`src/rtl/rv_core_pkg.sv`:
```
package rv_core_pkg;

  parameter int DEFAULT_XLEN = 64;
  parameter logic [63:0] DEFAULT_RESET_PC = 64'h0;

  // Instruction word and field widths
  typedef logic [31:0] instr_t;
  typedef logic [4:0]  reg_idx_t;
  typedef logic [6:0]  opcode_t;
  typedef logic [2:0]  funct3_t;

  localparam opcode_t OPC_OP_IMM = 7'b0010011;
  localparam opcode_t OPC_OP     = 7'b0110011;
  localparam opcode_t OPC_LUI    = 7'b0110111;
  localparam opcode_t OPC_AUIPC  = 7'b0010111;
  localparam opcode_t OPC_SYSTEM = 7'b1110011;

  typedef enum logic [3:0] {
    ALU_ADD,
    ALU_SUB,
    ALU_SLT,
    ALU_XOR,
    ALU_OR,
    ALU_AND,
    ALU_SLL,
    ALU_SRL,
    ALU_SRA,
    ALU_PASS_B // LUI
  } alu_op_e;

  // Operand source seen by execute
  typedef enum logic {
    FWD_REG,
    FWD_EX
  } fwd_sel_e;

endpackage

```
`src/rtl/instruction_fetch.sv`:
```
`timescale 1ns/100ps

module instruction_fetch #(
  parameter int              XLEN     = rv_core_pkg::DEFAULT_XLEN,
  parameter logic [XLEN-1:0] RESET_PC = XLEN'(rv_core_pkg::DEFAULT_RESET_PC)
) (
  input  logic                clk,
  input  logic                rst_n,
  input  logic                halt,
  output logic                imem_req,
  output logic [XLEN-1:0]     imem_addr,
  input  logic                imem_ack,
  input  rv_core_pkg::instr_t imem_data,
  output logic                instr_valid,
  output rv_core_pkg::instr_t instr,
  output logic [XLEN-1:0]     instr_pc
);

  import rv_core_pkg::*;

  typedef enum logic [1:0] {
    IDLE,
    WAIT_ACK,
    WAIT_RELEASE
  } fetch_state_e;

  fetch_state_e    state;
  logic [XLEN-1:0] pc;
  logic            capture;
  instr_t          instr_q;
  logic [XLEN-1:0] instr_pc_q;
  logic            instr_valid_q;

  assign capture   = (state == WAIT_ACK) && imem_ack;
  assign imem_req  = (state == WAIT_ACK);
  assign imem_addr = pc;

  always_ff @(posedge clk or negedge rst_n) begin
    if (!rst_n) begin
      state         <= IDLE;
      pc            <= RESET_PC;
      instr_valid_q <= 1'b0;
    end else begin
      instr_valid_q <= capture;
      case (state)
        IDLE: begin
          if (!halt && !imem_ack) begin
            state <= WAIT_ACK;
          end
        end
        WAIT_ACK: begin
          if (imem_ack) begin
            state <= WAIT_RELEASE;
            pc    <= pc + XLEN'(4);
          end
        end
        WAIT_RELEASE: begin
          // Next request only once the responder let go of ack
          if (!imem_ack) begin
            state <= halt ? IDLE : WAIT_ACK;
          end
        end
        default: state <= IDLE;
      endcase
    end
  end

  // One-entry buffer, valid for a single cycle
  always_ff @(posedge clk) begin
    if (capture) begin
      instr_q    <= imem_data;
      instr_pc_q <= pc;
    end
  end

  assign instr_valid = instr_valid_q;
  assign instr       = instr_q;
  assign instr_pc    = instr_pc_q;

endmodule

```
`config.mk`:
```
export PLATFORM = sky130hd
export DESIGN_NAME = instruction_fetch
export DESIGN_NICKNAME = d
export VERILOG_FILES = /design/src/rtl/rv_core_pkg.sv /design/src/rtl/instruction_fetch.sv
export SDC_FILE = /design/constraint.sdc
export NUM_CORES = 1
export LEC_CHECK = 0
export BUFFER_PORTS_ARGS = -buffer_cell sky130_fd_sc_hd__buf_4
export CAP_MARGIN = 25
export CORE_ASPECT_RATIO = 1.2
export CORE_UTILIZATION = 43
export DETAILED_ROUTE_END_ITERATION = 16
export PLACE_DENSITY_LB_ADDON = 0.08
export SYNTH_ARGS = -nofsm -noshare
export SYNTH_HDL_FRONTEND = slang
export SYNTH_SLANG_ARGS = --single-unit
```
`constraint.sdc`:
```
create_clock -name clk -period 3.83 [get_ports clk]
set_input_delay 0.5745 -clock clk [delete_from_list [all_inputs] [get_ports clk]]
set_output_delay 0.5745 -clock clk [all_outputs]
set_load 0.01 [all_outputs]
```
==> impl_metrics.json <==
{
  "status": "finished, final reports clean",
  "gr-total-overflow": 0,
  "clock_latency_ps": 410,
  "power_frac_comb_pct": 5.5,
  "max_clock_freq_mhz": 424,
  "placement_rows": 46,
  "ff2ff_setup_slack_ps": 1470,
  "cts_tree": "yes",
  "num_vias": 3972,
  "start_util_pct": 44.5,
  "ant_nets": 0,
  "die_h_um": 131,
  "crit_chain": "and3b_4, buf_4, mux2_2",
  "yosysUniqueCellTypes": 32,
  "min_path_type": "primary input to async pin",
  "path_buf_inv": 1,
  "synth_edf_count": 94,
  "grt_use_total_pct": 19.2,
  "first_pass_iters": 4,
  "power_density_nw_per_um2": 480,
  "gp_congestion": 0.834,
  "vdd_drop_max_uv": 324,
  "cts_root_buffer": "clkbuf_16",
  "syn_area_per_cell_sq_um": 15.4,
  "grt_setup_unrepaired": "false",
  "final_nets": 633,
  "cts_buffers": 17,
  "seqCellArea_sq_um": 4450,
  "dr.first_iter.drc_count": 170,
  "ios": 198,
  "ys_warn_count": 0,
  "cts_setup_buffers": 0,
  "drcViolationCount": 0,
  "wl_per_cell_um": 17.0,
  "routed_via_density": 5.11,
  "netlist_instances": 387,
  "multiInputGateArea_sq_um": 1470,
  "synth_area_leader_cell": "edfxtp_1",
  "htree_levels": 4,
  "slew_viol_final": 0,
  "ys.flop_type": "edfxtp_1",
  "die_width_um": 110,
  "arrival_ps": 2650,
  "async_reset_ff_share_pct": 40.9,
  "cp-end-kind": "register",
  "critical_path.max_stage_delay_ps": 820,
  "crit_required_ps": 4120,
  "grt_first_pass_wirelength_um": 20400,
  "core_sq_um": 13400,
  "antenna_found_initial": 0,
  "maxSlewHeadroom_pct": 34.4,
  "synth.top_cell.area_share_pct": 47.3,
  "p_sw_share_pct": 20.6,
  "grt_pass1_vias": 3836,
  "clk_pin_slew_ps": 60,
  "clock_skew_ps": 7.69,
  "period_minus_slack_ps": 2360,
  "whs_ps": 261,
  "portBuffers": 193,
  "final_hold_viol_count": 0,
  "p_int_mw": 3.15,
  "dpl.hpwl_um": 9310,
  "worstMarginPinSlew_ps": 984,
  "path_class": "register to register",
  "leakagePower_nw": 3.68,
  "seqPwrFrac_pct": 48.8,
  "synth_common_cells": "94 x edfxtp_1, 65 x dfrtp_1, 33 x xnor2_1",
  "ys_seq_elements": 159,
  "cts.sinks": 159,
  "n_fill_cell": 1064,
  "crit_fanout": 80,
  "seq_area_frac_synth_pct": 74.5,
  "synth_area_leaders": "edfxtp_1 47%, dfrtp_1 27%, xnor2_1 4.8%, xor2_1 4.1%, nand4_1 2.5%",
  "maxCapViolCount": 0,
  "cts_resized": 0,
  "syn_area_sq_um": 5970,
  "area_delta_synth_final_pct": 38.2,
  "grt_max_degree": 81,
  "dieArea_sq_um": 14400,
  "crit_family": "buffers and inverters",
  "setup_viol": 0,
  "routed_wl_um": 13200,
  "antenna_cells": 0,
  "clock_power_share_pct": 45.7,
  "setup_tns_ps": 0,
  "startpoint_type": "register",
  "timing.final.crit_share_pct": 61.6,
  "clock_path_buffers": 2,
  "drive_above_1_share_pct": 39.2,
  "cts_hold_buf": 0,
  "netSwitchingPower_mw": 0.815,
  "crit_slowest_cell": "buf_4",
  "yosysMostFrequentCell": "edfxtp_1"
}
-- cell type report --
class	count	area share [%]
clock buffer	18	5.20
clock inverter	14	2.59
inverter	5	0.227
multi-input combinational	219	17.8
sequential	159	53.9
tap	168	2.55
timing repair buffer	194	17.7
-- final timing paths --
path / cells after the start / from / end
worst min-delay path: 1 / rst_n / instr_valid
max in group asynchronous: 1 / rst_n / imem_addr[13]
min in group clk: 1 / imem_data[30] / instr[30]
worst max-delay path: 3 / state[1] / imem_addr[3]
worst max register to register: 3 / state[1] / imem_addr[3]
worst min register to register: 0 / imem_addr[62] / instr_pc[62]
-- layer usage --
| layer | part of all wire (%) | track usage [%] |
|---|---|---|
| met3 | 5.0 | 4.25 |
| met5 | 0 | 0 |
| met1 | 39 | 22.7 |
| met2 | 54 | 33.4 |
| met4 | 2.2 | 8.47 |
-- through the flow --
step | utilization, % | power, mW | cell area (sq um) | std cells | worst slack [ps]
3_5_place_dp | 56.7 | 2.19 | 7610 | 745 | 1240
4_1_cts | 61.5 | 4.01 | 8250 | 777 | 1430
2_1_floorplan | - | 2.05 | 5980 | 390 | 640
3_3_place_gp | 56.7 | 2.18 | 7610 | 745 | 1310
6_report | 61.5 | 3.96 | 8250 | 777 | 1470
5_1_grt | 61.5 | 4.10 | 8250 | 777 | 1260
-- flip-flops by register name, indices dropped and copies added (netlist names) --
name / count
state: 2
imem_addr: 62
instr_pc: 62
instr: 32
instr_valid: 1
-- power by group through the flow --
stage	Sequential [mW]	Clock, mW	Combinational, mW
final	1.93	1.81	0.219
after global routing	1.94	1.92	0.239
after global placement	1.96	0	0.220
after detailed placement	1.97	0	0.224
after floorplan	1.98	0	0.0637
after CTS	1.93	1.85	0.224
-- logic make-up after synthesis --
logic type,Yosys count,share of synthesized area [%]
AOI/OAI and AO/OA,2,0.293
xor gates and xnor gates,61,8.95
adders and majority gates,1,0.210
buffers and inverters,12,1.07
DFF,159,74.5
muxes,1,0.189
other,1,0.0628
and+or+nand+nor,150,14.7
-- worst register-to-register path, delay by kind of cell, from the launching register on --
| kind | cells | cell delay (ps) |
|---|---|---|
| simple gates | 1 | 540 |
| buf+inv | 1 | 830 |
| mux | 1 | 480 |
| flops | 1 | 400 |
-- layout by cell type (no fill, tap or decap) --
| master | synthesis | layout |
|---|---|---|
| clkinv_2 | 0 | 1 |
| nor2_1 | 23 | 23 |
| clkinv_4 | 0 | 4 |
| and3_1 | 13 | 13 |
| and4_1 | 5 | 5 |
| or3_1 | 2 | 2 |
| clkinvlp_4 | 0 | 1 |
| buf_4 | 4 | 194 |
| inv_6 | 0 | 1 |
| nand2_1 | 20 | 20 |
| nand4b_2 | 1 | 1 |
| nand3_2 | 2 | 2 |
| or2_2 | 2 | 2 |
| mux2_2 | 1 | 1 |
| nand4_2 | 1 | 1 |
| xor2_1 | 28 | 28 |
| nor4_4 | 1 | 1 |
| nand4b_1 | 1 | 1 |
| conb_1 | 1 | 4 |
| edfxtp_1 | 94 | 94 |
| inv_1 | 5 | 5 |
| nor2b_1 | 2 | 2 |
| clkbuf_16 | 0 | 17 |
| nor4_2 | 5 | 5 |
| and2_1 | 3 | 3 |
| nor4_1 | 8 | 8 |
| o21ba_2 | 1 | 1 |
| or4_4 | 1 | 1 |
| bufinv_16 | 0 | 5 |
| o21a_1 | 1 | 1 |
| nand4_1 | 24 | 24 |
| xnor2_1 | 33 | 33 |
| clkbuf_1 | 0 | 1 |
| nand3_1 | 25 | 25 |
| and3b_4 | 0 | 1 |
| ha_1 | 1 | 1 |
| clkinv_1 | 0 | 2 |
| nor3_1 | 10 | 10 |
| dfrtp_1 | 65 | 65 |
(Power assumes the default switching activity.)
