==> src/rtl/rv_core_pkg.sv <==
package rv_core_pkg;

  parameter int DEFAULT_XLEN = 64;
  parameter logic [63:0] DEFAULT_RESET_PC = 64'h0;

  // Instruction word and field widths
  typedef logic [31:0] instr_t;
  typedef logic [4:0]  reg_idx_t;
  typedef logic [6:0]  opcode_t;
  typedef logic [2:0]  funct3_t;

  localparam opcode_t OPC_OP_IMM = 7'b0010011;
  localparam opcode_t OPC_OP     = 7'b0110011;
  localparam opcode_t OPC_LUI    = 7'b0110111;
  localparam opcode_t OPC_AUIPC  = 7'b0010111;
  localparam opcode_t OPC_SYSTEM = 7'b1110011;

  typedef enum logic [3:0] {
    ALU_ADD,
    ALU_SUB,
    ALU_SLT,
    ALU_XOR,
    ALU_OR,
    ALU_AND,
    ALU_SLL,
    ALU_SRL,
    ALU_SRA,
    ALU_PASS_B // LUI
  } alu_op_e;

  // Operand source seen by execute
  typedef enum logic {
    FWD_REG,
    FWD_EX
  } fwd_sel_e;

endpackage

==> src/rtl/reg_read_if.sv <==
`timescale 1ns/100ps

interface reg_read_if #(
  parameter int XLEN = rv_core_pkg::DEFAULT_XLEN
);

  import rv_core_pkg::*;

  reg_idx_t        raddr_a;
  reg_idx_t        raddr_b;
  logic [XLEN-1:0] rdata_a;
  logic [XLEN-1:0] rdata_b;

  modport reader (output raddr_a, raddr_b, input rdata_a, rdata_b);
  modport file (input raddr_a, raddr_b, output rdata_a, rdata_b);

endinterface

==> src/rtl/register_file.sv <==
`timescale 1ns/100ps

module register_file #(
  parameter int XLEN = rv_core_pkg::DEFAULT_XLEN
) (
  input  logic                  clk,
  input  logic                  rst_n,
  reg_read_if.file              rf,
  input  logic                  wr_en,
  input  rv_core_pkg::reg_idx_t wr_idx,
  input  logic [XLEN-1:0]       wr_value
);

  import rv_core_pkg::*;

  logic [XLEN-1:0] regs [1:31];

  // x0 reads zero, a write in flight wins over the stored value
  function automatic logic [XLEN-1:0] read_port(reg_idx_t idx);
    logic [XLEN-1:0] value;
    if (idx == '0) begin
      value = '0;
    end else if (wr_en && wr_idx == idx) begin
      value = wr_value;
    end else begin
      value = regs[idx];
    end
    return value;
  endfunction

  always_comb begin
    rf.rdata_a = read_port(rf.raddr_a);
    rf.rdata_b = read_port(rf.raddr_b);
  end

  always_ff @(posedge clk or negedge rst_n) begin
    if (!rst_n) begin
      for (int i = 1; i < 32; i++) begin
        regs[i] <= '0;
      end
    end else if (wr_en && wr_idx != '0) begin
      regs[wr_idx] <= wr_value;
    end
  end

endmodule

==> src/flat_wrapper.sv <==
// flat-port wrapper written by rule: the top's interface ports become plain ports
module register_file_flat import rv_core_pkg::*;
#(
  parameter int XLEN = rv_core_pkg::DEFAULT_XLEN
)
  (clk, rst_n, wr_en, wr_idx, wr_value, rf_raddr_a, rf_raddr_b, rf_rdata_a, rf_rdata_b);
  reg_read_if #(.XLEN(XLEN)) rf_i ();
  input  logic clk;
  input  logic rst_n;
  input  logic wr_en;
  input  rv_core_pkg::reg_idx_t wr_idx;
  input  logic [XLEN-1:0] wr_value;
  input wire logic [$bits(rf_i.raddr_a)-1:0] rf_raddr_a;
  input wire logic [$bits(rf_i.raddr_b)-1:0] rf_raddr_b;
  output wire logic [$bits(rf_i.rdata_a)-1:0] rf_rdata_a;
  output wire logic [$bits(rf_i.rdata_b)-1:0] rf_rdata_b;
  assign rf_i.raddr_a = rf_raddr_a;
  assign rf_i.raddr_b = rf_raddr_b;
  assign rf_rdata_a = rf_i.rdata_a;
  assign rf_rdata_b = rf_i.rdata_b;
  register_file #(.XLEN(XLEN)) u_core (.clk(clk), .rst_n(rst_n), .rf(rf_i), .wr_en(wr_en), .wr_idx(wr_idx), .wr_value(wr_value));
endmodule
==> config.mk <==
export PLATFORM = sky130hd
export DESIGN_NAME = register_file_flat
export DESIGN_NICKNAME = d
export VERILOG_FILES = /design/src/rtl/rv_core_pkg.sv /design/src/rtl/reg_read_if.sv /design/src/rtl/register_file.sv /design/src/flat_wrapper.sv
export SDC_FILE = /design/constraint.sdc
export NUM_CORES = 2
export LEC_CHECK = 0
export BUFFER_PORTS_ARGS = -buffer_cell sky130_fd_sc_hd__buf_2
export CELL_PAD_IN_SITES_DETAIL_PLACEMENT = 0
export CELL_PAD_IN_SITES_GLOBAL_PLACEMENT = 2
export CORE_AREA = 2 2 480 482
export DETAILED_ROUTE_END_ITERATION = 7
export DIE_AREA = 0 0 482 484
export PLACE_DENSITY = 0.84
export SLEW_MARGIN = 20
export SYNTH_ARGS = -nofsm -noshare
export SYNTH_HDL_FRONTEND = slang
export SYNTH_SLANG_ARGS = --single-unit
==> constraint.sdc <==
create_clock -name clk -period 3.65 [get_ports clk]
set_input_delay 0.73 -clock clk [delete_from_list [all_inputs] [get_ports clk]]
set_output_delay 0.73 -clock clk [all_outputs]
set_load 0.03 [all_outputs]
==> results.py <==
metrics = {
    "clock_network": {
        "clk_pin_slew_worst_paths_ns": 0.06,
        "worstSkewPairLatency_ns": 0.87,
        "clk_path_buf_depth": 3,
        "htree_levels": 4,
        "root_buffer": "clkbuf_16",
        "numCtsBuffers": 215,
        "cts_tree": "yes",
        "clock-sinks": 1984,
    },
    "global_routing": {
        "antenna_found_initial": 23,
        "gr-usage-met3_pct": 8.07,
        "grt.met2_usage_pct": 51.2,
        "grt_busiest_layer": "met2",
        "grt_max_degree": 131,
        "grt_pass1_wl_um": 562000,
        "grt_use_total_pct": 33.3,
        "overflow": 0,
        "grt_pass1_vias": 76950,
        "grt.met1_usage_pct": 44.4,
    },
    "synth": {
        "ys_seq_area_share_pct": 46.4,
        "ys_top_cells_by_area": "dfrtp_1 46%, mux2_2 23%, mux4_2 17%, mux2i_1 2.7%, clkbuf_1 1.5%",
        "synth_top_cell_by_area": "dfrtp_1",
        "syn-num-nets": 7430,
        "ys_seq_elements": 1984,
        "synth-main-ff-cell": "dfrtp_1",
        "synth_cell_types": 51,
        "async_reset_ff_share_pct": 100,
        "yosysWarnings": 0,
        "synth_top_area_share_pct": 46.4,
        "syn_area_um2": 107000,
        "synth-edff-count": 0,
        "syn-instance-count": 7348,
        "syn_avg_cell_area_um2": 14.5,
    },
    "detailed_routing": {
        "vias_per_cell": 6.80,
        "drt_wl_total_um": 394000,
        "drtIter0Drc": 8316,
        "wire_per_inst_um": 35.6,
        "num_vias": 75259,
        "drtPass1Iterations": 6,
        "drcViolationCount": 0,
        "antenna_left": 0,
    },
    "placement": {
        "gp_congestion": 0.857,
        "dpl.hpwl_um": 237000,
        "port_buffers": 209,
    },
    "run_status": {
        "outcome": "finished with violations",
        "violations": "negative setup slack",
    },
    "setup_path": {
        "cp_data_arrival_time_ns": 3.02,
        "required_ns": 2.92,
        "crit_fanout": 7,
        "crit_type": "in2out",
        "r2r_end": "u_core.regs[1346]",
        "worst_setup_path_end_kind": "output port",
        "reg2reg_depth": 2,
        "ff2ff_setup_slack_ns": 2.74,
        "reg2reg_from": "u_core.regs[1346]",
        "start_kind": "primary input",
    },
    "timing": {
        "worstMarginPinSlew_ns": 1.12,
        "relSlewSlack_pct": 25.7,
        "fin_hold_ws_ns": 0.213,
        "fin_crit_sh_pct": 103,
        "skew_ns": 0,
        "fmax_mhz": 267,
        "timing.final.hold_violations": 0,
        "slew_viol_final": 0,
        "period_needed_ns": 3.75,
        "rsz0062_at_grt": "true",
        "setup_viol_count_final": 27,
        "finalWorstSetupSlack_ns": -0.101,
    },
    "cells_and_area": {
        "area_growth_pct": 19.7,
        "nNetsFinal": 7918,
        "regMostFlops": "u_core.regs",
        "reg_top3": "u_core.regs x1984",
        "largest_register_ffs": 1984,
        "final_cell_mix": "2177 x mux2_2, 1984 x dfrtp_1, 785 x mux4_2",
        "drive_gt1_share_pct": 57.7,
        "final_common_cell": "mux2_2",
        "fill_cells": 18146,
    },
    "floorplan": {
        "die-height_um": 484,
        "dieArea_um2": 233000,
        "initial_core_util_pct": 46.8,
        "ios": 210,
        "die_w_um": 482,
        "coreArea_um2": 229000,
        "row_count": 176,
    },
    "hold_path": {
        "min_from": "wr_value[61]",
        "hold_class": "in2reg",
        "min_path_cells": 2,
        "holdPathEnd": "u_core.regs[509]",
    },
    "pwr": {
        "leakagePower_nw": 56.1,
        "powerDensity_nw_per_um2": 533,
        "vdd_ir_drop_max_uv": 488,
        "finalPower_w": 0.0682,
    },
    "job": {
        "drv_cap": 0,
    },
}
## timing repair
item / 4_1_cts / 5_1_grt
resized for setup: 253 / 199
endpoints found under the setup margin: 123 / 98
gates cloned: 10 / 9
endpoints found under the hold margin: 21 / 0
pin swaps: 29 / 43
buffers inserted: 50 / 57
hold buffers: 1 / 0
## routing by layer
metal  vias to the layer above  routed length, um
met5                         -                139
met4                        20              20500
met3                      1056              37200
met2                      4059             182000
met1                     40606             154000
li1                      29518                  -
## final cells by class
| cell class | instances | area [um2] | area share (%) |
|---|---|---|---|
| Clock inverter | 84 | 1090 | 0.852 |
| Inverter | 3 | 11.3 | 0.00880 |
| Clock buffer | 321 | 6260 | 4.90 |
| Timing Repair Buffer | 1083 | 12000 | 9.38 |
| Sequential cell | 1984 | 49600 | 38.8 |
| Antenna cell | 13 | 32.5 | 0.0254 |
| Tap cell | 3026 | 3790 | 2.96 |
| Multi-Input combinational cell | 4549 | 55100 | 43.1 |
## through the flow
stage / util [%] / worst slack [ns] / cells / setup TNS [ns] / cell area (um2)
3_5_place_dp: 51.2 / -0.831 / 10525 / -39.99 / 117000
6_report: 56.0 / -0.101 / 11063 / -0.884 / 128000
3_3_place_gp: 51.2 / -0.797 / 10525 / -38.66 / 117000
4_1_cts: 55.3 / -0.0376 / 10989 / -0.172 / 126000
2_1_floorplan: - / -0.0560 / 7348 / -0.616 / 107000
5_1_grt: 55.9 / -0.0768 / 11053 / -0.704 / 128000
## worst max-delay path: stages
cell and delay [ns]:
buf_12 0.14, xor2_4 0.18, nor4_4 0.06, buf_4 0.16
and3_4 0.17, or2_4 0.39, buf_12 0.24, clkbuf_16 0.21
o41ai_4 0.47, buf_4 0.26
## logic make-up after synthesis
kind of cell           Yosys count  share of synthesized area [%]
buffers and inverters          815                           3.67
AND/OR/NAND/NOR                553                           2.39
XOR/XNOR                        10                         0.0819
AO/OA/AOI/OAI                  733                           5.20
flip-flops                    1984                           46.4
multiplexers                  3253                           42.2
## worst max-delay path by stage
stage	to	cells after the start	start
detailed placement	rf_rdata_a[39]	10	rf_raddr_a[3]
global route	rf_rdata_a[18]	11	rf_raddr_a[2]
finish	rf_rdata_a[35]	10	rf_raddr_a[2]
CTS	rf_rdata_a[39]	11	rf_raddr_a[1]
global placement	rf_rdata_a[39]	10	rf_raddr_a[3]
floorplan	rf_rdata_a[19]	8	rf_raddr_a[0]
## cell usage after synthesis, types with 6 or more instances
master       n
nor2_2       8
mux4_2     785
nand2_1    172
a21oi_1     24
nor2b_1     35
a221o_1     66
a22oi_1    182
a211o_1     23
o31ai_1     16
buf_1       26
mux2i_1    288
buf_6       35
dfrtp_1   1984
o22ai_1    150
clkbuf_1   429
o41ai_1     22
nor2_1     120
nand3_1     27
nor3b_1     12
nor3_1     132
a211oi_1    30
o21bai_1     6
buf_2      244
xor2_1       6
mux2_2    2180
nand2b_1    12
buf_4       77
a22o_1      34
nor4_1      12
a221oi_1   102
o311a_1     16
o21ai_0     52
## report_power, final
part	switching [W]	internal, W	leakage (nW)
sequential	0.00333	0.0263	25.4
clock	0.00957	0.0133	3.61
combinational	0.00659	0.00906	27.1
total	0.0195	0.0487	56.1
No activity file was read; power rests on OpenSTA's default activity.
