$ cat src/rtl/rv_core_pkg.sv
package rv_core_pkg;

  parameter int DEFAULT_XLEN = 64;
  parameter logic [63:0] DEFAULT_RESET_PC = 64'h0;

  // Instruction word and field widths
  typedef logic [31:0] instr_t;
  typedef logic [4:0]  reg_idx_t;
  typedef logic [6:0]  opcode_t;
  typedef logic [2:0]  funct3_t;

  localparam opcode_t OPC_OP_IMM = 7'b0010011;
  localparam opcode_t OPC_OP     = 7'b0110011;
  localparam opcode_t OPC_LUI    = 7'b0110111;
  localparam opcode_t OPC_AUIPC  = 7'b0010111;
  localparam opcode_t OPC_SYSTEM = 7'b1110011;

  typedef enum logic [3:0] {
    ALU_ADD,
    ALU_SUB,
    ALU_SLT,
    ALU_XOR,
    ALU_OR,
    ALU_AND,
    ALU_SLL,
    ALU_SRL,
    ALU_SRA,
    ALU_PASS_B // LUI
  } alu_op_e;

  // Operand source seen by execute
  typedef enum logic {
    FWD_REG,
    FWD_EX
  } fwd_sel_e;

endpackage

$ cat src/rtl/decode_exec_if.sv
`timescale 1ns/100ps

interface decode_exec_if #(
  parameter int XLEN = rv_core_pkg::DEFAULT_XLEN
);

  import rv_core_pkg::*;

  logic            valid;
  logic [XLEN-1:0] op_a;
  logic [XLEN-1:0] op_b;
  alu_op_e         alu_op;
  reg_idx_t        rd;
  logic            write_rd;
  fwd_sel_e        fwd_a;
  fwd_sel_e        fwd_b;
  logic            is_final;

  modport source (
    output valid, op_a, op_b, alu_op, rd, write_rd, fwd_a, fwd_b, is_final
  );

  modport sink (
    input valid, op_a, op_b, alu_op, rd, write_rd, fwd_a, fwd_b, is_final
  );

endinterface

$ cat src/rtl/reg_read_if.sv
`timescale 1ns/100ps

interface reg_read_if #(
  parameter int XLEN = rv_core_pkg::DEFAULT_XLEN
);

  import rv_core_pkg::*;

  reg_idx_t        raddr_a;
  reg_idx_t        raddr_b;
  logic [XLEN-1:0] rdata_a;
  logic [XLEN-1:0] rdata_b;

  modport reader (output raddr_a, raddr_b, input rdata_a, rdata_b);
  modport file (input raddr_a, raddr_b, output rdata_a, rdata_b);

endinterface

$ cat src/rtl/instruction_decode.sv
`timescale 1ns/100ps

module instruction_decode #(
  parameter int XLEN = rv_core_pkg::DEFAULT_XLEN
) (
  input  logic                clk,
  input  logic                rst_n,
  input  logic                instr_valid,
  input  rv_core_pkg::instr_t instr,
  input  logic [XLEN-1:0]     instr_pc,
  reg_read_if.reader          rf,
  decode_exec_if.source       dx
);

  import rv_core_pkg::*;

  opcode_t         opcode;
  funct3_t         funct3;
  reg_idx_t        rs1;
  reg_idx_t        rs2;
  reg_idx_t        rd;
  logic [XLEN-1:0] imm_i;
  logic [XLEN-1:0] imm_u;
  logic            known;
  logic            uses_rs1;
  logic            uses_rs2;
  logic            writes;
  logic            is_ecall;
  alu_op_e         funct_op;
  alu_op_e         alu_op_d;
  logic [XLEN-1:0] op_a_d;
  logic [XLEN-1:0] op_b_d;
  logic            ex_writes;
  fwd_sel_e        fwd_a_d;
  fwd_sel_e        fwd_b_d;

  assign opcode = instr[6:0];
  assign funct3 = instr[14:12];
  assign rs1    = instr[19:15];
  assign rs2    = instr[24:20];
  assign rd     = instr[11:7];
  assign imm_i  = XLEN'($signed(instr[31:20]));
  assign imm_u  = XLEN'($signed({instr[31:12], 12'b0}));

  assign rf.raddr_a = rs1;
  assign rf.raddr_b = rs2;

  // Shared funct3 map of OP and OP-IMM, SUB only exists in OP
  always_comb begin
    case (funct3)
      3'b000:  funct_op = (opcode == OPC_OP && instr[30]) ? ALU_SUB : ALU_ADD;
      3'b001:  funct_op = ALU_SLL;
      3'b010:  funct_op = ALU_SLT;
      3'b100:  funct_op = ALU_XOR;
      3'b101:  funct_op = instr[30] ? ALU_SRA : ALU_SRL;
      3'b110:  funct_op = ALU_OR;
      3'b111:  funct_op = ALU_AND;
      default: funct_op = ALU_ADD;
    endcase
  end

  always_comb begin
    known    = 1'b0;
    uses_rs1 = 1'b0;
    uses_rs2 = 1'b0;
    writes   = 1'b0;
    is_ecall = 1'b0;
    alu_op_d = ALU_ADD;
    op_a_d   = '0;
    op_b_d   = '0;
    case (opcode)
      OPC_OP_IMM: begin
        known    = (funct3 != 3'b011);
        uses_rs1 = 1'b1;
        writes   = 1'b1;
        alu_op_d = funct_op;
        op_a_d   = rf.rdata_a;
        op_b_d   = imm_i;
      end
      OPC_OP: begin
        known    = (funct3 != 3'b011);
        uses_rs1 = 1'b1;
        uses_rs2 = 1'b1;
        writes   = 1'b1;
        alu_op_d = funct_op;
        op_a_d   = rf.rdata_a;
        op_b_d   = rf.rdata_b;
      end
      OPC_LUI: begin
        known    = 1'b1;
        writes   = 1'b1;
        alu_op_d = ALU_PASS_B;
        op_b_d   = imm_u;
      end
      OPC_AUIPC: begin
        known  = 1'b1;
        writes = 1'b1;
        op_a_d = instr_pc;
        op_b_d = imm_u;
      end
      OPC_SYSTEM: begin
        known    = (instr[31:7] == '0);
        is_ecall = known;
      end
      default: ;
    endcase
  end

  // Instruction now entering execute's result register
  assign ex_writes = dx.valid && dx.write_rd;
  assign fwd_a_d   = (uses_rs1 && ex_writes && dx.rd == rs1) ? FWD_EX : FWD_REG;
  assign fwd_b_d   = (uses_rs2 && ex_writes && dx.rd == rs2) ? FWD_EX : FWD_REG;

  always_ff @(posedge clk or negedge rst_n) begin
    if (!rst_n) begin
      dx.valid    <= 1'b0;
      dx.write_rd <= 1'b0;
      dx.is_final <= 1'b0;
    end else begin
      dx.valid    <= instr_valid && known;
      dx.write_rd <= writes && (rd != '0);
      dx.is_final <= is_ecall;
    end
  end

  always_ff @(posedge clk) begin
    dx.op_a   <= op_a_d;
    dx.op_b   <= op_b_d;
    dx.alu_op <= alu_op_d;
    dx.rd     <= rd;
    dx.fwd_a  <= fwd_a_d;
    dx.fwd_b  <= fwd_b_d;
  end

endmodule

$ cat src/flat_wrapper.sv
// flat-port wrapper written by rule: the top's interface ports become plain ports
module instruction_decode_flat import rv_core_pkg::*;
#(
  parameter int XLEN = rv_core_pkg::DEFAULT_XLEN
)
  (clk, rst_n, instr_valid, instr, instr_pc, rf_raddr_a, rf_raddr_b, rf_rdata_a, rf_rdata_b, dx_valid, dx_op_a, dx_op_b, dx_alu_op, dx_rd, dx_write_rd, dx_fwd_a, dx_fwd_b, dx_is_final);
  reg_read_if #(.XLEN(XLEN)) rf_i ();
  decode_exec_if #(.XLEN(XLEN)) dx_i ();
  input  logic clk;
  input  logic rst_n;
  input  logic instr_valid;
  input  rv_core_pkg::instr_t instr;
  input  logic [XLEN-1:0] instr_pc;
  output wire logic [$bits(rf_i.raddr_a)-1:0] rf_raddr_a;
  output wire logic [$bits(rf_i.raddr_b)-1:0] rf_raddr_b;
  input wire logic [$bits(rf_i.rdata_a)-1:0] rf_rdata_a;
  input wire logic [$bits(rf_i.rdata_b)-1:0] rf_rdata_b;
  output wire logic [$bits(dx_i.valid)-1:0] dx_valid;
  output wire logic [$bits(dx_i.op_a)-1:0] dx_op_a;
  output wire logic [$bits(dx_i.op_b)-1:0] dx_op_b;
  output wire logic [$bits(dx_i.alu_op)-1:0] dx_alu_op;
  output wire logic [$bits(dx_i.rd)-1:0] dx_rd;
  output wire logic [$bits(dx_i.write_rd)-1:0] dx_write_rd;
  output wire logic [$bits(dx_i.fwd_a)-1:0] dx_fwd_a;
  output wire logic [$bits(dx_i.fwd_b)-1:0] dx_fwd_b;
  output wire logic [$bits(dx_i.is_final)-1:0] dx_is_final;
  assign rf_raddr_a = rf_i.raddr_a;
  assign rf_raddr_b = rf_i.raddr_b;
  assign rf_i.rdata_a = rf_rdata_a;
  assign rf_i.rdata_b = rf_rdata_b;
  assign dx_valid = dx_i.valid;
  assign dx_op_a = dx_i.op_a;
  assign dx_op_b = dx_i.op_b;
  assign dx_alu_op = dx_i.alu_op;
  assign dx_rd = dx_i.rd;
  assign dx_write_rd = dx_i.write_rd;
  assign dx_fwd_a = dx_i.fwd_a;
  assign dx_fwd_b = dx_i.fwd_b;
  assign dx_is_final = dx_i.is_final;
  instruction_decode #(.XLEN(XLEN)) u_core (.clk(clk), .rst_n(rst_n), .instr_valid(instr_valid), .instr(instr), .instr_pc(instr_pc), .rf(rf_i), .dx(dx_i));
endmodule
$ cat config.mk
export PLATFORM = sky130hd
export DESIGN_NAME = instruction_decode_flat
export DESIGN_NICKNAME = d
export VERILOG_FILES = /design/src/rtl/rv_core_pkg.sv /design/src/rtl/decode_exec_if.sv /design/src/rtl/reg_read_if.sv /design/src/rtl/instruction_decode.sv /design/src/flat_wrapper.sv
export SDC_FILE = /design/constraint.sdc
export NUM_CORES = 1
export LEC_CHECK = 0
export BUFFER_PORTS_ARGS = -buffer_cell sky130_fd_sc_hd__buf_2
export CELL_PAD_IN_SITES_DETAIL_PLACEMENT = 0
export CELL_PAD_IN_SITES_GLOBAL_PLACEMENT = 2
export CORE_MARGIN = 2
export CORE_UTILIZATION = 22
export CTS_CLUSTER_DIAMETER = 30
export DETAILED_ROUTE_END_ITERATION = 8
export PLACE_DENSITY = 0.87
export SLEW_MARGIN = 20
export SYNTH_ARGS = -nofsm -noshare
export SYNTH_HDL_FRONTEND = slang
export SYNTH_SLANG_ARGS = --single-unit
export TNS_END_PERCENT = 10
$ cat constraint.sdc
create_clock -name clk -period 3 [get_ports clk]
set_input_delay 0.6 -clock clk [delete_from_list [all_inputs] [get_ports clk]]
set_output_delay 0.6 -clock clk [all_outputs]
set_load 0.02 [all_outputs]
==> metrics.yaml <==
status: "completed"
grt_pass1_vias: 4652
ios: 379
worstMarginPinSlew_ns: 0.537
finalCriticalPeriod_ns: 1.83
ff2ff_setup_slack_ns: 1.79
globalRouteMet3Util: 0.0421
syn_area_um2: 4840
finalCritPeriodShare: 0.609
wl_per_cell_um: 16.5
avgViaCountPerCell: 4.30
setup_ws_ns: 1.17
drv_slew: 0
cts-resized-gates: 0
cts_buffer_depth: 2
skew_ns: 0.00513
critPathBufInv: 2
critPathTopFamily: "simple AND/OR/NAND/NOR gates"
worstPathMaxFanout: 65
gr-max-usage-layer: "met2"
numPortBuffers: 378
synth_area_leaders: "dfxtp_1 57%, a22o_1 12%, a21oi_1 4.0%, nand2_1 3.0%, a211oi_1 2.9%"
cp_slowest_cell: "or2_2"
layout_commonest_cell: "buf_2"
crit_end: "u_core.dx.op_a[44]"
cts-root-buf: "clkbuf_16"
grt_pass1_wl_um: 27300
vias: 4787
final.setup.tns_ns: 0
hpwl_um: 14200
setup.worst_path.start: "instr[3]"
leakagePower_nw: 3.81
coreArea_um2: 21700
syn_nets: 690
ys_warn_count: 0
cp.required_ns: 3.35
holdPathStages: 1
insertion_delay_ns: 0.41
reg2reg_depth: 4
grt_max_degree: 66
die_y_um: 152
drtIter0Drc: 343
max_slew_margin: 0.642
critPathLaunchType: "input port"
cts_buffers: 17
hold_viol: 0
grtUsageMet1: 0.197
tritoncts: "done"
antenna_found_initial: 0
die-width_um: 152
synth_cell_type_count: 33
path_clk_slew_ns: 0.06
diodes: 0
drive_gt1_frac: 0.508
synthCells: 463
pre_cts_ws_ns: 0.756
slowest_delay_ns: 0.52
syn_avg_cell_area_um2: 10.5
crit_cells: 6
nets: 1048
antenna_left: 0
yosys.area.top_type: "dfxtp_1"
gr-usage-all-layers: 0.153
path_class: "in2reg"
overflow: 0
min_path_type: "in2reg"
setup_viol_count_final: 0
synth_top_area_frac: 0.575
layout_common_cells: "378 x buf_2, 139 x dfxtp_1, 64 x a22o_1, 39 x nand2_1, 39 x a21oi_1"
ir_worst_vdd_uv: 330
syn_to_final_growth_pct: 54.4
met2_usage: 0.246
reg2reg_from: "u_core.dx.rd[2]"
route.detailed.drc: 0
cap_viol_max_count: 0
cts-htree-levels: 4
timing.hold.ws_ns: 0.299
path_cells: "buf_2 -> nand4b_4 -> or2_2 -> nor2_4 -> buf_12 -> a22o_1"
arrival_ns: 2.18
clkSinkCount: 142
initial_utilization: 0.223
die_area_um2: 23200
worst_setup_path_end_kind: "register"
routed_wl_um: 18400
globalplace.congestion: 0.778
synth_seq_cells: 142
r2r_end: "u_core.dx.fwd_b"
ys_seq_area_frac: 0.590
rsz0062_at_grt: "false"
firstDrtPassIters: 5
fillers: 2261
fmax_mhz: 548
num_rows: 54
p_per_area_nw_per_um2: 568
post-route-util: 0.345
what timing repair did:
action	CTS	global route
hold endpoints to repair	3	0
hold buffers	1	0
buffers inserted	0	0
setup endpoints to repair	0	0
worst min path at each step:
stage,slack [ns],to,startpoint
6_report,0.30,u_core.dx.rd[2],instr[9]
3_3_place_gp,0.39,u_core.dx.write_rd,rst_n
4_1_cts,0.27,u_core.dx.rd[2],instr[9]
3_5_place_dp,0.40,u_core.dx.write_rd,rst_n
5_1_grt,0.27,u_core.dx.rd[2],instr[9]
2_1_floorplan,0.30,u_core.dx.is_final,rst_n
metrics by stage:
stage               total power, W  std cells  cell area [um2]
finish                     0.00425       1114             7480
global placement           0.00233       1081             6930
global route               0.00443       1114             7480
CTS                        0.00431       1114             7480
detailed placement         0.00233       1081             6930
floorplan                  0.00211        463             4840
worst reg2reg max path, delay by kind of cell, from the launching register on:
kind | cells | cell delay (ns)
xor gates and xnor gates | 1 | 0.15
DFF | 1 | 0.34
and+or+nand+nor | 3 | 0.64
per-layer routing:
layer / share of wire / vias to the layer above / wire, um
met5: 0 / - / 0
met4: 0.012 / 0 / 221
met3: 0.071 / 14 / 1310
met2: 0.48 / 219 / 8890
met1: 0.43 / 2197 / 8010
li1: - / 2357 / -
where the power goes:
part | switching (W) | total [W] | internal, W
Combinational | 0.000199 | 0.000373 | 0.000174
Sequential | 0.00000885 | 0.00192 | 0.00191
Clock | 0.000883 | 0.00196 | 0.00108
Total | 0.00109 | 0.00425 | 0.00316
registers in the layout, indices dropped and copies added (netlist names):
signal              flops
u_core.dx.is_final      1
u_core.dx.op_a         64
u_core.dx.rd            5
u_core.dx.write_rd      1
u_core.dx.op_b         64
u_core.dx.alu_op        4
u_core.dx.fwd_a         1
u_core.dx.fwd_b         1
u_core.dx.valid         1
synth_stat cells:
library cell,n
nor2_1,36
xnor2_1,3
nor3_1,25
and3_1,1
nand2b_1,3
and4_1,1
nand4b_4,1
a211oi_1,19
nand4_1,2
dfrtp_1,3
a21oi_1,39
o21ai_0,1
nand3_1,2
o211a_1,1
inv_1,1
a22o_1,64
buf_4,19
nor2b_1,4
nor2_8,1
or4_1,1
mux2i_1,11
dfxtp_1,139
buf_2,7
a31o_2,1
a22oi_1,1
clkbuf_1,19
nand2_1,39
xor2_1,7
a31oi_1,1
or2_1,1
nor4b_1,1
buf_1,5
nor4_1,4
final cells by class:
type / count / area, um2 / area share
Inverter: 1 / 3.75 / 0.000502
Sequential cell: 142 / 2860 / 0.382
Clock buffer: 19 / 433 / 0.0579
Multi-Input combinational cell: 270 / 1720 / 0.230
Clock inverter: 13 / 108 / 0.0144
Timing Repair Buffer: 389 / 2000 / 0.268
Tap cell: 280 / 350 / 0.0469
cells by family after synthesis:
| kind of cell | Yosys count | synth area share |
|---|---|---|
| flip-flops | 142 | 0.590 |
| AO/OA/AOI/OAI | 127 | 0.193 |
| AND/OR/NAND/NOR | 122 | 0.120 |
| buffers and inverters | 51 | 0.0561 |
| multiplexers | 11 | 0.0227 |
| XOR/XNOR | 10 | 0.0181 |
Power figures use the tool's default switching activity.
